<file path="config.mk">
export PLATFORM = sky130hd
export DESIGN_NAME = axi_resp_drive
export DESIGN_NICKNAME = d
export VERILOG_FILES = /design/src/logic/axi_sram_pkg.sv /design/src/logic/axi_resp_drive.sv
export SDC_FILE = /design/constraint.sdc
export NUM_CORES = 1
export LEC_CHECK = 0
export BUFFER_PORTS_ARGS = -buffer_cell sky130_fd_sc_hd__buf_4
export CAP_MARGIN = 40
export CORE_UTILIZATION = 35
export CTS_CLUSTER_DIAMETER = 100
export CTS_CLUSTER_SIZE = 28
export DETAILED_ROUTE_END_ITERATION = 10
export GPL_ROUTABILITY_DRIVEN = 0
export PLACE_DENSITY = 0.65
export RECOVER_POWER = 25
export SETUP_SLACK_MARGIN = 0.3
export SYNTH_ARGS = -nofsm -noshare
export SYNTH_HDL_FRONTEND = slang
export SYNTH_SLANG_ARGS = --single-unit
</file>
<file path="constraint.sdc">
create_clock -name clk -period 1.7 [get_ports clk]
set_input_delay 0.34 -clock clk [delete_from_list [all_inputs] [get_ports clk]]
set_output_delay 0.34 -clock clk [all_outputs]
set_load 0.03 [all_outputs]
</file>
<file path="src/logic/axi_sram_pkg.sv">
// widths, response codes, delay mode enum and request/response structs
`default_nettype none

package axi_sram_pkg;

	localparam int ADDR_W  = 32;
	localparam int DATA_W  = 32;
	localparam int STRB_W  = DATA_W / 8;	// one strobe bit per byte
	localparam int RESP_W  = 2;
	localparam int DELAY_W = 4;

	typedef logic [ADDR_W-1:0]  addr_t;	// byte address
	typedef logic [DATA_W-1:0]  data_t;
	typedef logic [STRB_W-1:0]  strb_t;
	typedef logic [RESP_W-1:0]  resp_t;
	typedef logic [DELAY_W-1:0] delay_t;	// extra response latency in cycles

	// response codes as on the AXI bus
	localparam resp_t RESP_OKAY   = 2'b00;
	localparam resp_t RESP_SLVERR = 2'b10;

	// how the response stretch is chosen
	typedef enum logic {
		DELAY_FIXED,
		DELAY_RANDOM	// 4-bit lfsr value per request
	} delay_mode_e;

	// one accepted transaction, read or write
	typedef struct packed {
		logic  is_write;
		addr_t addr;
		data_t wdata;	// don't care on reads
		strb_t strb;
	} req_t;

	// memory answer to one access
	typedef struct packed {
		data_t rdata;	// zero on writes and errors
		resp_t resp;
	} mem_rsp_t;

endpackage

`default_nettype wire
</file>
<file path="src/logic/axi_resp_drive.sv">
// response side: delay counter and R/B channel drive with done pulse
`timescale 1ns/100ps
`default_nettype none

module axi_resp_drive (
	input  wire                      clk,
	input  wire                      rstn,
	input  wire                      accept_i,
	input  wire                      is_write_i,
	input  axi_sram_pkg::delay_t     delay_i,
	input  axi_sram_pkg::mem_rsp_t   rsp_i,
	input  wire                      r_ready_i,
	input  wire                      b_ready_i,
	output axi_sram_pkg::data_t      r_data_o,
	output axi_sram_pkg::resp_t      r_resp_o,
	output logic                     r_valid_o,
	output axi_sram_pkg::resp_t      b_resp_o,
	output logic                     b_valid_o,
	output logic                     done_o
);

	import axi_sram_pkg::*;

	typedef enum logic [1:0] {
		IDLE,
		WAIT,	// counting down the stretch
		RESP	// valid up, waiting for ready
	} state_e;

	state_e state_q;
	logic   is_wr_q;
	delay_t cnt_q;
	data_t  r_data_q;
	resp_t  r_resp_q;
	resp_t  b_resp_q;
	logic   r_valid_q;
	logic   b_valid_q;
	logic   done_q;
	logic   xfer;

	assign xfer = (r_valid_q && r_ready_i) || (b_valid_q && b_ready_i);

	always_ff @(posedge clk) begin
		if (!rstn) begin
			state_q   <= IDLE;
			is_wr_q   <= 1'b0;
			cnt_q     <= '0;
			r_data_q  <= '0;
			r_resp_q  <= RESP_OKAY;
			b_resp_q  <= RESP_OKAY;
			r_valid_q <= 1'b0;
			b_valid_q <= 1'b0;
			done_q    <= 1'b0;
		end else begin
			done_q <= 1'b0;
			case (state_q)
				IDLE: begin
					if (accept_i) begin
						is_wr_q <= is_write_i;
						cnt_q   <= delay_i;
						state_q <= WAIT;
					end
				end
				WAIT: begin
					if (cnt_q == '0) begin
						if (is_wr_q) begin
							b_resp_q  <= rsp_i.resp;
							b_valid_q <= 1'b1;
						end else begin
							r_data_q  <= rsp_i.rdata;
							r_resp_q  <= rsp_i.resp;
							r_valid_q <= 1'b1;
						end
						state_q <= RESP;
					end else begin
						cnt_q <= cnt_q - 1'b1;
					end
				end
				RESP: begin
					if (xfer) begin
						r_valid_q <= 1'b0;
						b_valid_q <= 1'b0;
						done_q    <= 1'b1;	// frees the request side
						state_q   <= IDLE;
					end
				end
				default: state_q <= IDLE;
			endcase
		end
	end

	assign r_data_o  = r_data_q;
	assign r_resp_o  = r_resp_q;
	assign r_valid_o = r_valid_q;
	assign b_resp_o  = b_resp_q;
	assign b_valid_o = b_valid_q;
	assign done_o    = done_q;

	a_one_valid: assert property (@(posedge clk) disable iff (!rstn)
		!(r_valid_o && b_valid_o))
		else $error("R and B valid together");

	// held under back-pressure with a stable payload
	a_r_hold: assert property (@(posedge clk) disable iff (!rstn)
		r_valid_o && !r_ready_i |=> r_valid_o && $stable(r_data_o) && $stable(r_resp_o))
		else $error("R valid or payload dropped before transfer");

	a_b_hold: assert property (@(posedge clk) disable iff (!rstn)
		b_valid_o && !b_ready_i |=> b_valid_o && $stable(b_resp_o))
		else $error("B valid or response dropped before transfer");

endmodule

`default_nettype wire

</file>
Yosys cells after proc, flatten, opt, wreduce, memory -nomap -nowiden

Index checks and enable logic that the tools add are counted.

Flip-flop bits (word level): 46
Input port bits: 44
Output and inout bits: 39
Logic and storage cells: 49

Add/subtract/negate cells: 1
Equal/unequal tests: 8
Mux-type cells: 15
Bitwise gates (word level): 1
Reduce and logical (&&, ||, !) cells: 15

Operator list:

| operator                                                               | number |
|---|---|
| 2-bit inequality test (second input constant)                          | 6 |
| 3-bit AND reduction                                                    | 4 |
| 4-bit 2-to-1 mux                                                       | 2 |
| 4-bit one-hot mux with 2 select lines                                  | 1 |
| 4-bit AND reduction                                                    | 2 |
| 1-bit 2-to-1 mux                                                       | 6 |
| 2-bit 2-to-1 mux                                                       | 3 |
| 2-bit one-hot mux with 3 select lines                                  | 1 |
| 4-bit logical NOT                                                      | 1 |
| 1-bit one-hot mux with 2 select lines                                  | 2 |
| 2-bit AND reduction                                                    | 2 |
| 2-bit nonzero test                                                     | 2 |
| 4-bit by 1-bit subtractor with 4-bit output (second input constant)    | 1 |
| 2-bit by 1-bit equality test with 1-bit output (second input constant) | 1 |
| 2-bit equality test (second input constant)                            | 1 |
| 1-bit logical AND                                                      | 2 |
| 2-bit logical NOT                                                      | 1 |
| 1-bit logical OR                                                       | 1 |
| 1-bit NOT                                                              | 1 |

Longest topological paths before layout

Gate-level depths: netlist of run 1.

Depth in word-level cells: 4
Depth in mapped cells: 7
Mapped depth without buffers: 5

Worst setup path after synthesis of run 1

No wires, ideal clock.

Path kind: flip-flop to flip-flop
From: reg cnt_q[0]
To: reg cnt_q[1]
Library setup time: 0.122 ns
Arrival: 1.473 ns
Data required time: 1.578 ns
Setup slack: 0.106 ns
Cell stages (with the launch flop): 6
Buffers on the path: 0
Period minus slack after synthesis: 1.594 ns
Cells stage by stage: dfxtp_1 inv_1 ha_1 nor4bb_4 or3_4 o311a_1

Cells in the longest elaborated chain, start to end: 3
Elaborated cells between the ends (all ways): 6
Classes of those cells: add/sub: 1; eq/ne: 1; mux: 2; reduce/logical: 2

Ends and longest elaborated chain:

| item                                                                             | RTL line                                   | text |
|---|---|---|
| from (decl)                                                                      | axi_resp_drive.sv:32                       | `delay_t cnt_q;` |
| from (signal assigned)                                                           | axi_resp_drive.sv:60                       | `cnt_q <= delay_i;` |
| from (signal assigned)                                                           | axi_resp_drive.sv:76                       | `cnt_q <= cnt_q - 1'b1;` |
| 4-bit by 1-bit subtractor with 4-bit output or 4-bit logical NOT (tied branches) | axi_resp_drive.sv:76, axi_resp_drive.sv:65 |  |
| 4-bit 2-to-1 mux or 2-bit inequality test (tied branches)                        | -                                          |  |
| 4-bit one-hot mux with 2 select lines or 3-bit AND reduction (tied branches)     | -                                          |  |

Parallel ways exist; a longest one is shown, timed or not. The select of a mux whose other input is x is not followed.
A chain may end at the register's enable or synchronous reset.

Final worst setup path of run 1

From: reg cnt_q[1]
To: reg r_data_q[31] (netlist: r_data_o[31])

Cells in the longest elaborated chain, start to end: 2

Ends and longest elaborated chain:

| item                          | RTL line             | text |
|---|---|---|
| 4-bit logical NOT             | axi_resp_drive.sv:65 | `if (cnt_q == '0) begin` |
| 3-bit AND reduction (no line) | -                    |  |
| to (signal assigned)          | axi_resp_drive.sv:70 | `r_data_q <= rsp_i.rdata;` |
| to (decl)                     | axi_resp_drive.sv:33 | `data_t r_data_q;` |

No other way between the ends.

==> results of run 1 <==
## worst min path at each step
stage               slack [ps]  cells past startpoint      endpoint          from
detailed placement         450                      2   r_data_o[6]   r_data_o[6]
global placement           440                      2  r_data_o[11]  r_data_o[11]
finish                     290                      3       is_wr_q    is_write_i
global route               280                      3  r_data_o[16]     rsp_i[18]
floorplan                  480                      2   r_data_o[0]      rsp_i[2]
CTS                        280                      3   r_data_o[9]     rsp_i[11]
## critical path, stage by stage, from the launching register on
cell and delay (ps):
sky130_fd_sc_hd__dfxtp_2 330, sky130_fd_sc_hd__inv_2 80, sky130_fd_sc_hd__ha_4 150, sky130_fd_sc_hd__and4bb_4 230
sky130_fd_sc_hd__nor3b_4 180, sky130_fd_sc_hd__buf_6 180, sky130_fd_sc_hd__buf_8 150, sky130_fd_sc_hd__mux2i_2 210
## cell families after synthesis
logic type / Yosys count / share of synthesized area
AO/OA/AOI/OAI: 16 / 0.0662
buffers and inverters: 21 / 0.0725
multiplexers: 37 / 0.187
adder cells (fa/ha/maj): 1 / 0.00630
AND/OR/NAND/NOR: 89 / 0.205
flip-flops: 46 / 0.464
## repair_timing
action | in CTS | in global routing
buffers inserted | 3 | 1
gates resized for setup | 17 | 4
endpoints found under the hold margin | 0 | 0
gates cloned | 2 | 0
pin swaps | 4 | 2
setup endpoints to repair | 39 | 39
## synthesized netlist by cell type (all sizes together) (2+ instances only)
| master | count | area share |
|---|---|---|
| buf | 6 | 0.044 |
| inv | 7 | 0.013 |
| mux2i | 37 | 0.19 |
| nor2 | 5 | 0.0095 |
| dfxtp | 46 | 0.46 |
| a21oi | 2 | 0.0050 |
| o32ai | 2 | 0.0088 |
| or3 | 2 | 0.0088 |
| clkbuf | 8 | 0.015 |
| nand2 | 72 | 0.14 |
| a2111oi | 3 | 0.013 |
| o221a | 2 | 0.011 |
| nor3b | 2 | 0.010 |
## per-layer routing
layer,vias up,GRT usage
met5,-,0
met2,52,0.246
met3,6,0.0452
li1,879,-
met4,0,0.0453
met1,766,0.202
## sequential cells by signal (all words and copies together), names as in the netlist
signal     cells
r_valid_o      1
b_resp_o       2
r_data_o      32
cnt_q          4
done_o         1
r_resp_o       2
state_q        2
is_wr_q        1
b_valid_o      1
## stage by stage
step                setup WS, ps  utilization  cell area [um^2]  hold WS [ps]
finish                       132        0.513              2810           287
global route                69.2        0.513              2810           284
CTS                          160        0.523              2860           284
detailed placement          81.9        0.483              2640           449
global placement             153        0.483              2640           443
floorplan                    215            -              1990           482
## layout make-up
cell class / instances / share of cell area
clock buffers: 7 / 0.0272
clock inverters: 1 / 0.0107
inverters: 7 / 0.00936
multi-input cells: 143 / 0.344
flip-flops and latches: 46 / 0.329
well taps: 72 / 0.0321
repair buffers: 94 / 0.247
## power groups by stage
stage                     Clock [mW]  Combinational, mW  Sequential, mW
after floorplan                    0              0.508            1.49
after global placement             0              0.928            1.33
after detailed placement           0              0.937            1.33
after CTS                      0.819               1.07            1.31
after global routing           0.864               1.13            1.33
final                          0.797               1.06            1.31
==> results.md, run 1 <==
Route:
- The met3 wirelength from detailed routing is 250 um.
- In the final routing, the length of wire on met1 measures 2.11 mm.
- The average detailed-routed wire length per instance is 12.1 um.
- For this run, the detailed router's first-pass iteration total came to 4.
- The highest metal layer used by the detailed router is met4.
- The count of nets left with antenna violations once routing finished came out at 0.
- For this run, design rule violations remaining after detail routing come to 0.
- In the routed layout, each cell is associated on average with a via count of 4.60.
- The total length of routed met2 wires is 2.06 mm.
- The number of DRC markers in iteration 0 is 49.
- Summing over every cut layer, the via total after detailed routing is 1,703.
- The final routed wirelength across all metal layers is 4.47 mm.

Clock network:
- Clock-pin slew was measured on the worst setup and hold paths at 80 ps.
- For this design, the CTS-stage hold fixing added 0 buffers.
- The clock latency at the later pin of the worst-skew pair is 290 ps.
- The number of clock sinks is 46.
- The H-tree was split into 2 levels.
- The CTS tree is built.
- The buffer type at the clock tree root is sky130_fd_sc_hd__clkbuf_8.
- The number of clock buffers inserted by TritonCTS is 5.
- The buffer levels on the longest clock path is 2.

Layout:
- The layout cell share with drive strength beyond 1 is 0.319.
- The net count of the finished layout is 342.
- In the final layout, the multi-input gates occupy 967 um^2.
- In the layout the commonest cells are 72 x sky130_fd_sc_hd__nand2_1, 67 x sky130_fd_sc_hd__buf_4, 43 x sky130_fd_sc_hd__dfxtp_1.
- The signed area change from the synthesized netlist to the final layout is 41.4%.
- The number of diodes is 0.
- The number of standard cells in the final layout excluding fillers is 370.
- The area used by sequential logic in the layout is 925 um^2.
- The most common cell after layout, fill and taps aside is sky130_fd_sc_hd__nand2_1.
- The fill cell instance count of the final layout is 536.

Critical path:
- Setup slack on the worst reg-to-reg path comes out at 130 ps.
- The endpoint identified for the worst register-to-register timing path is r_data_o[31].
- The critical path arrival is 1790 ps.
- The kind of end point of the critical path is a flop.
- Tracing the worst setup path back leads to its startpoint at cnt_q[1].
- In this run the critical register-to-register path is launched from cnt_q[1].
- In this run the worst setup path terminates at r_data_o[31].
- Of all nets on the critical path, the largest fanout is 7.
- Counting cells, the worst reg-to-reg path comes to 7.
- For the worst setup path, the data required time is 1920 ps.
- The critical path in this run is classified as flop to flop.
- STA classifies the critical path startpoint as a flop.

Floorplan:
- The total area inside the core boundary comes to 0.00547 mm^2.
- The top-level I/O count is 83.
- The floorplan step defined a die boundary enclosing 0.00598 mm^2.
- The starting density of the core is 0.363.
- The floorplan step set the die height to 77.3 um.
- The floorplan step set the die width to 77.3 um.
- The number of standard-cell rows in the floorplan is 27.

Power:
- Of the total power, the share spent switching nets is 0.317.
- Of the total power, the clock network draws 0.252.
- The power consumption is 3.16 mW.
- IR analysis of the VDD net gives a maximum drop of 395 uV.
- The part of the total power dissipated in combinational logic is 0.334.
- The share of total power dissipated in sequential elements is 0.414.
- The standby leakage power is 1.18 nW.
- Cell internal power was estimated by the tool at 2.16 mW.
- For this design the ratio of total power to cell area is 1130 mW/mm^2.
- The switching power total is 1.00 mW.

Global route:
- The number of global-route vias before repair came to 1,553.
- The aggregate global routing overflow is 0.
- In the global route stage, overall resource usage came out at 0.155.
- The first global-routing pass estimated 7.33 mm of wire.
- The number of antenna violations at the first check in global routing is 0.
- The largest net degree at the start of global routing is 46.

Synth:
- In this run the mean area of a mapped cell was 9.46 um^2.
- The number of warnings printed during yosys synthesis is 0.
- The cell count after synthesis came out at 210.
- Counting flops and latches in the post-synthesis netlist gives 46.
- The sequential area share after synthesis is 0.464.
- The number of nets in the synthesized netlist is 255.
- Counting flops with an async set or reset pin after synthesis yields a share of 0.
- The most common flop cell mapped by yosys is sky130_fd_sc_hd__dfxtp_1.
- Counting flops with a built-in enable in the synthesized netlist gives 0.
- The cell area after technology mapping is 0.00199 mm^2.
- The number of different library cells used by synthesis comes to 33.

Run:
- The number of violations of the max-capacitance limit is 0.

Timing:
- At the pin with the least slew margin, the transition time is 405 ps.
- The worst path in the final design needs a cycle of 1570 ps, including I/O delays and setup.
- The timing-limited maximum frequency is 638 MHz.
- The final cycle utilization of the critical path is 0.922.
- Setup repair after global routing could not meet its margin everywhere.
- The largest clock skew in the final design is 3.74 ps.
- Headroom to the max-slew limit came out at 0.729.
- The final max-slew violation count is 0.
- The final number of hold-violating endpoints is 0.
- The setup-violating endpoint count in the final report is 0.
- Adding up every negative setup slack in the final design gives 0 ps.

Status:
- The run finished with clean final reports.

Hold path:
- The type of the worst min-delay path is input pin to flop.

Placed design:
- Summed over all nets, the half-perimeter wirelength after detailed placement is 3.04 mm.
- Input and output buffers added on the ports amount to 82.
- The number of placed cells counting well taps is 356.
(Power assumes the default switching activity.)
==> inputs of run 2 (changes only) <==
Settings changed: GPL_ROUTABILITY_DRIVEN 0 to unset, PLACE_DENSITY 0.65 to 0.62.
Clock period 1.7 ns to 1.9 ns, I/O delays scaled along.
==> results.md, run 2 (same netlist as run 1, synthesis figures left out) <==
Timing:
- The setup-violating endpoint count in the final report is 0 (unchanged).
- The final cycle utilization of the critical path is 0.837 (-0.0852).
- The final number of hold-violating endpoints came to 0 (unchanged).
- The setup total negative slack is 0 ps (unchanged).
- The actual slew at the worst max-slew pin is 417 ps (+11.2 ps).
- The largest clock skew in the final design is 5.71 ps (+1.98 ps).
- The tightest slew margin relative to the limit is 0.715 (-0.0140).
- The timing-limited maximum frequency is 629 MHz (-1.4%).
- Setup repair after global routing could not meet its margin everywhere.
- The final critical-path required period came to 1590 ps (+22.7 ps).
- The final max-slew violation count came to 0 (unchanged).

Floorplan:
- The top-level I/O count is 83 (unchanged).
- The width of the die came to 77.3 um (unchanged).
- The number of standard-cell rows in the floorplan is 27 (unchanged).
- The starting density of the core came to 0.363 (unchanged).
- The die footprint was 0.00598 mm^2 (unchanged).
- The placeable core region is 0.00547 mm^2 (unchanged).
- The height of the die is 77.3 um (unchanged).

Critical path:
- The critical path arrival is 1810 ps (+20 ps).
- The depth of the worst register-to-register path is 7 (unchanged).
- The startpoint identified for the worst register-to-register timing path is cnt_q[1].
- In this run the critical register-to-register path is captured at r_data_o[1].
- The startpoint of the worst setup timing path is cnt_q[1].
- The critical path in this run is classified as flop to flop.
- The slack of the worst reg-to-reg path was 310 ps (+180 ps).
- The launching element type of the critical path is a flop.
- The kind of end point of the critical path is a flop.
- The largest driver fanout on the critical path was 5 (-2).
- The required time reported for the critical path endpoint is 2120 ps (+200 ps).

Power:
- The sequential fraction of design power was 0.412 (-0.002).
- The switching power total came to 0.888 mW (-11%).
- The standby leakage power is 1.19 nW (+0.92%).
- The switching share of power came to 0.314 (-0.00259).
- The power consumption is 2.83 mW (-11%).
- The peak ir drop on the vdd network came to 388 uV (-1.6%).
- The part of the total power dissipated in combinational logic came to 0.334 (about the same).
- The cell-internal power is 1.94 mW (-10%).
- The clock group share of total power is 0.253 (about the same).
- The areal power density over the cells is 1000 mW/mm^2 (-11%).

Route:
- The via count normalized by instance count was 4.61 (+0.20%).
- The number of search-and-repair iterations in the first detailed-routing pass is 4 (unchanged).
- The average detailed-routed wire length per instance is 12.0 um (-0.67%).
- The number of nets with antenna violations after detailed routing is 0 (unchanged).
- The remaining routing DRC violations is 0 (unchanged).
- The final routed wirelength across all metal layers is 4.45 mm (-0.40%).
- The number of DRC markers in iteration 0 was 37 (-24%).
- The via total after detailed routing is 1,711 (+0.47%).

Clock network:
- The H-tree depth reported by CTS is 2 (unchanged).
- The clock latency at the later pin of the worst-skew pair was 300 ps (about the same).
- The hold buffer count at cts is 0 (unchanged).
- The tree is rooted in a sky130_fd_sc_hd__clkbuf_8.
- The clock input transition at the sequential cells of the worst setup and hold paths was 80 ps (about the same).
- The buffer levels on the longest clock path came to 2 (unchanged).
- The number of clock buffers inserted by TritonCTS was 5 (unchanged).
- The CTS tree is built.
- The number of clock sinks is 46 (unchanged).

Hold path:
- The worst hold path begins at is_write_i.
- The capture endpoint of the worst hold path is is_wr_q.
- The worst hold path stage count is 3 (unchanged).
- The type of the worst min-delay path is input pin to flop.

Global route:
- The combined global-route utilization of all metal layers is 0.152 (-0.00342).
- The number of antenna violations at the first check in global routing is 0 (unchanged).
- The global-route wire length before repair is 7.20 mm (-1.8%).
- The largest net degree at the start of global routing is 49 (+6.5%).
- The aggregate global routing overflow came to 0 (unchanged).
- The number of global-route vias before repair was 1,559 (+0.39%).

Layout:
- The fill cell instance count of the final layout is 559 (+4.3%).
- The net count of the finished layout was 343 (+0.29%).
- Leaving out fill and tap cells, the most frequent cell in the layout is sky130_fd_sc_hd__nand2_1.
- The library cells used most frequently in the layout, excluding fill and tap cells, are 72 x sky130_fd_sc_hd__nand2_1, 69 x sky130_fd_sc_hd__buf_4, 43 x sky130_fd_sc_hd__dfxtp_1.
- The area growth from synthesis to layout is 41.9%.
- The layout cell share with drive strength beyond 1 is 0.318 (-0.00107).
- The number of flip-flops under the largest register name is 32 (unchanged).
- The number of diodes is 0 (unchanged).

Placed design:
- The number of port buffers is 82 (unchanged).
- The estimated wirelength of the detail-placed design came to 2.92 mm (-3.8%).
- At the end of routability-driven placement, the weighted congestion stood at 0.812.

Run:
- The number of violations of the max-capacitance limit is 0 (unchanged).

Status:
- The flow ran to the end, and the final reports show no timing, DRC or antenna violations.
run 2: area by class of cell:
cell class | count | area [um^2] | area share
clock buffers | 5 | 68.8 | 0.0244
well taps | 72 | 90.1 | 0.0320
repair buffers | 95 | 724 | 0.257
flip-flops and latches | 46 | 925 | 0.328
multi-input cells | 143 | 943 | 0.335
inverters | 7 | 26.3 | 0.00933
clock inverters | 3 | 40.0 | 0.0142
run 2: per-stage QoR:
step | setup slack, ps | hold slack, ps | utilization | cell area [um^2] | std cells
6_report | 309 | 323 | 0.515 | 2820 | 371
5_1_grt | 204 | 313 | 0.515 | 2820 | 371
3_5_place_dp | 210 | 448 | 0.483 | 2640 | 355
2_1_floorplan | 306 | 489 | - | 1990 | 210
3_3_place_gp | 237 | 443 | 0.483 | 2640 | 355
4_1_cts | 296 | 314 | 0.523 | 2860 | 370
run 2: worst max-delay path by stage:
stage / end / depth (start not counted) / slack [ps]
2_1_floorplan: cnt_q[1] / 5 / 310
3_3_place_gp: cnt_q[1] / 5 / 240
3_5_place_dp: cnt_q[1] / 5 / 210
4_1_cts: r_data_o[1] / 7 / 300
5_1_grt: r_data_o[1] / 7 / 200
6_report: r_data_o[1] / 7 / 310
run 2: layer usage:
layer / GRT usage / up-vias / wire length [um]
met4: 0.0566 / 0 / 57
met2: 0.248 / 57 / 2130
li1: - / 879 / -
met3: 0.0512 / 7 / 310
met5: 0 / - / 0
met1: 0.183 / 768 / 1950
run 2: what timing repair did:
| item | 4_1_cts | 5_1_grt |
|---|---|---|
| cloned | 2 | 1 |
| setup buffers | 5 | 0 |
| gates resized for setup | 9 | 2 |
| endpoints found under the setup margin | 38 | 36 |
| pin swaps | 1 | 2 |
run 2: critical path, cell delays in order, from the launching register on:
cell and delay [ps]:
sky130_fd_sc_hd__dfxtp_2 330, sky130_fd_sc_hd__inv_2 70, sky130_fd_sc_hd__ha_4 150, sky130_fd_sc_hd__and4bb_4 240, sky130_fd_sc_hd__nor3b_4 240, sky130_fd_sc_hd__buf_4 180, sky130_fd_sc_hd__buf_12 120, sky130_fd_sc_hd__mux2i_1 190
run 2: power by group through the flow:
stage	registers (mW)	clock network [mW]	logic, mW
floorplan	1.33	0	0.453
global placement	1.18	0	0.847
detailed placement	1.18	0	0.848
CTS	1.17	0.739	0.965
global route	1.18	0.786	1.01
finish	1.17	0.716	0.945
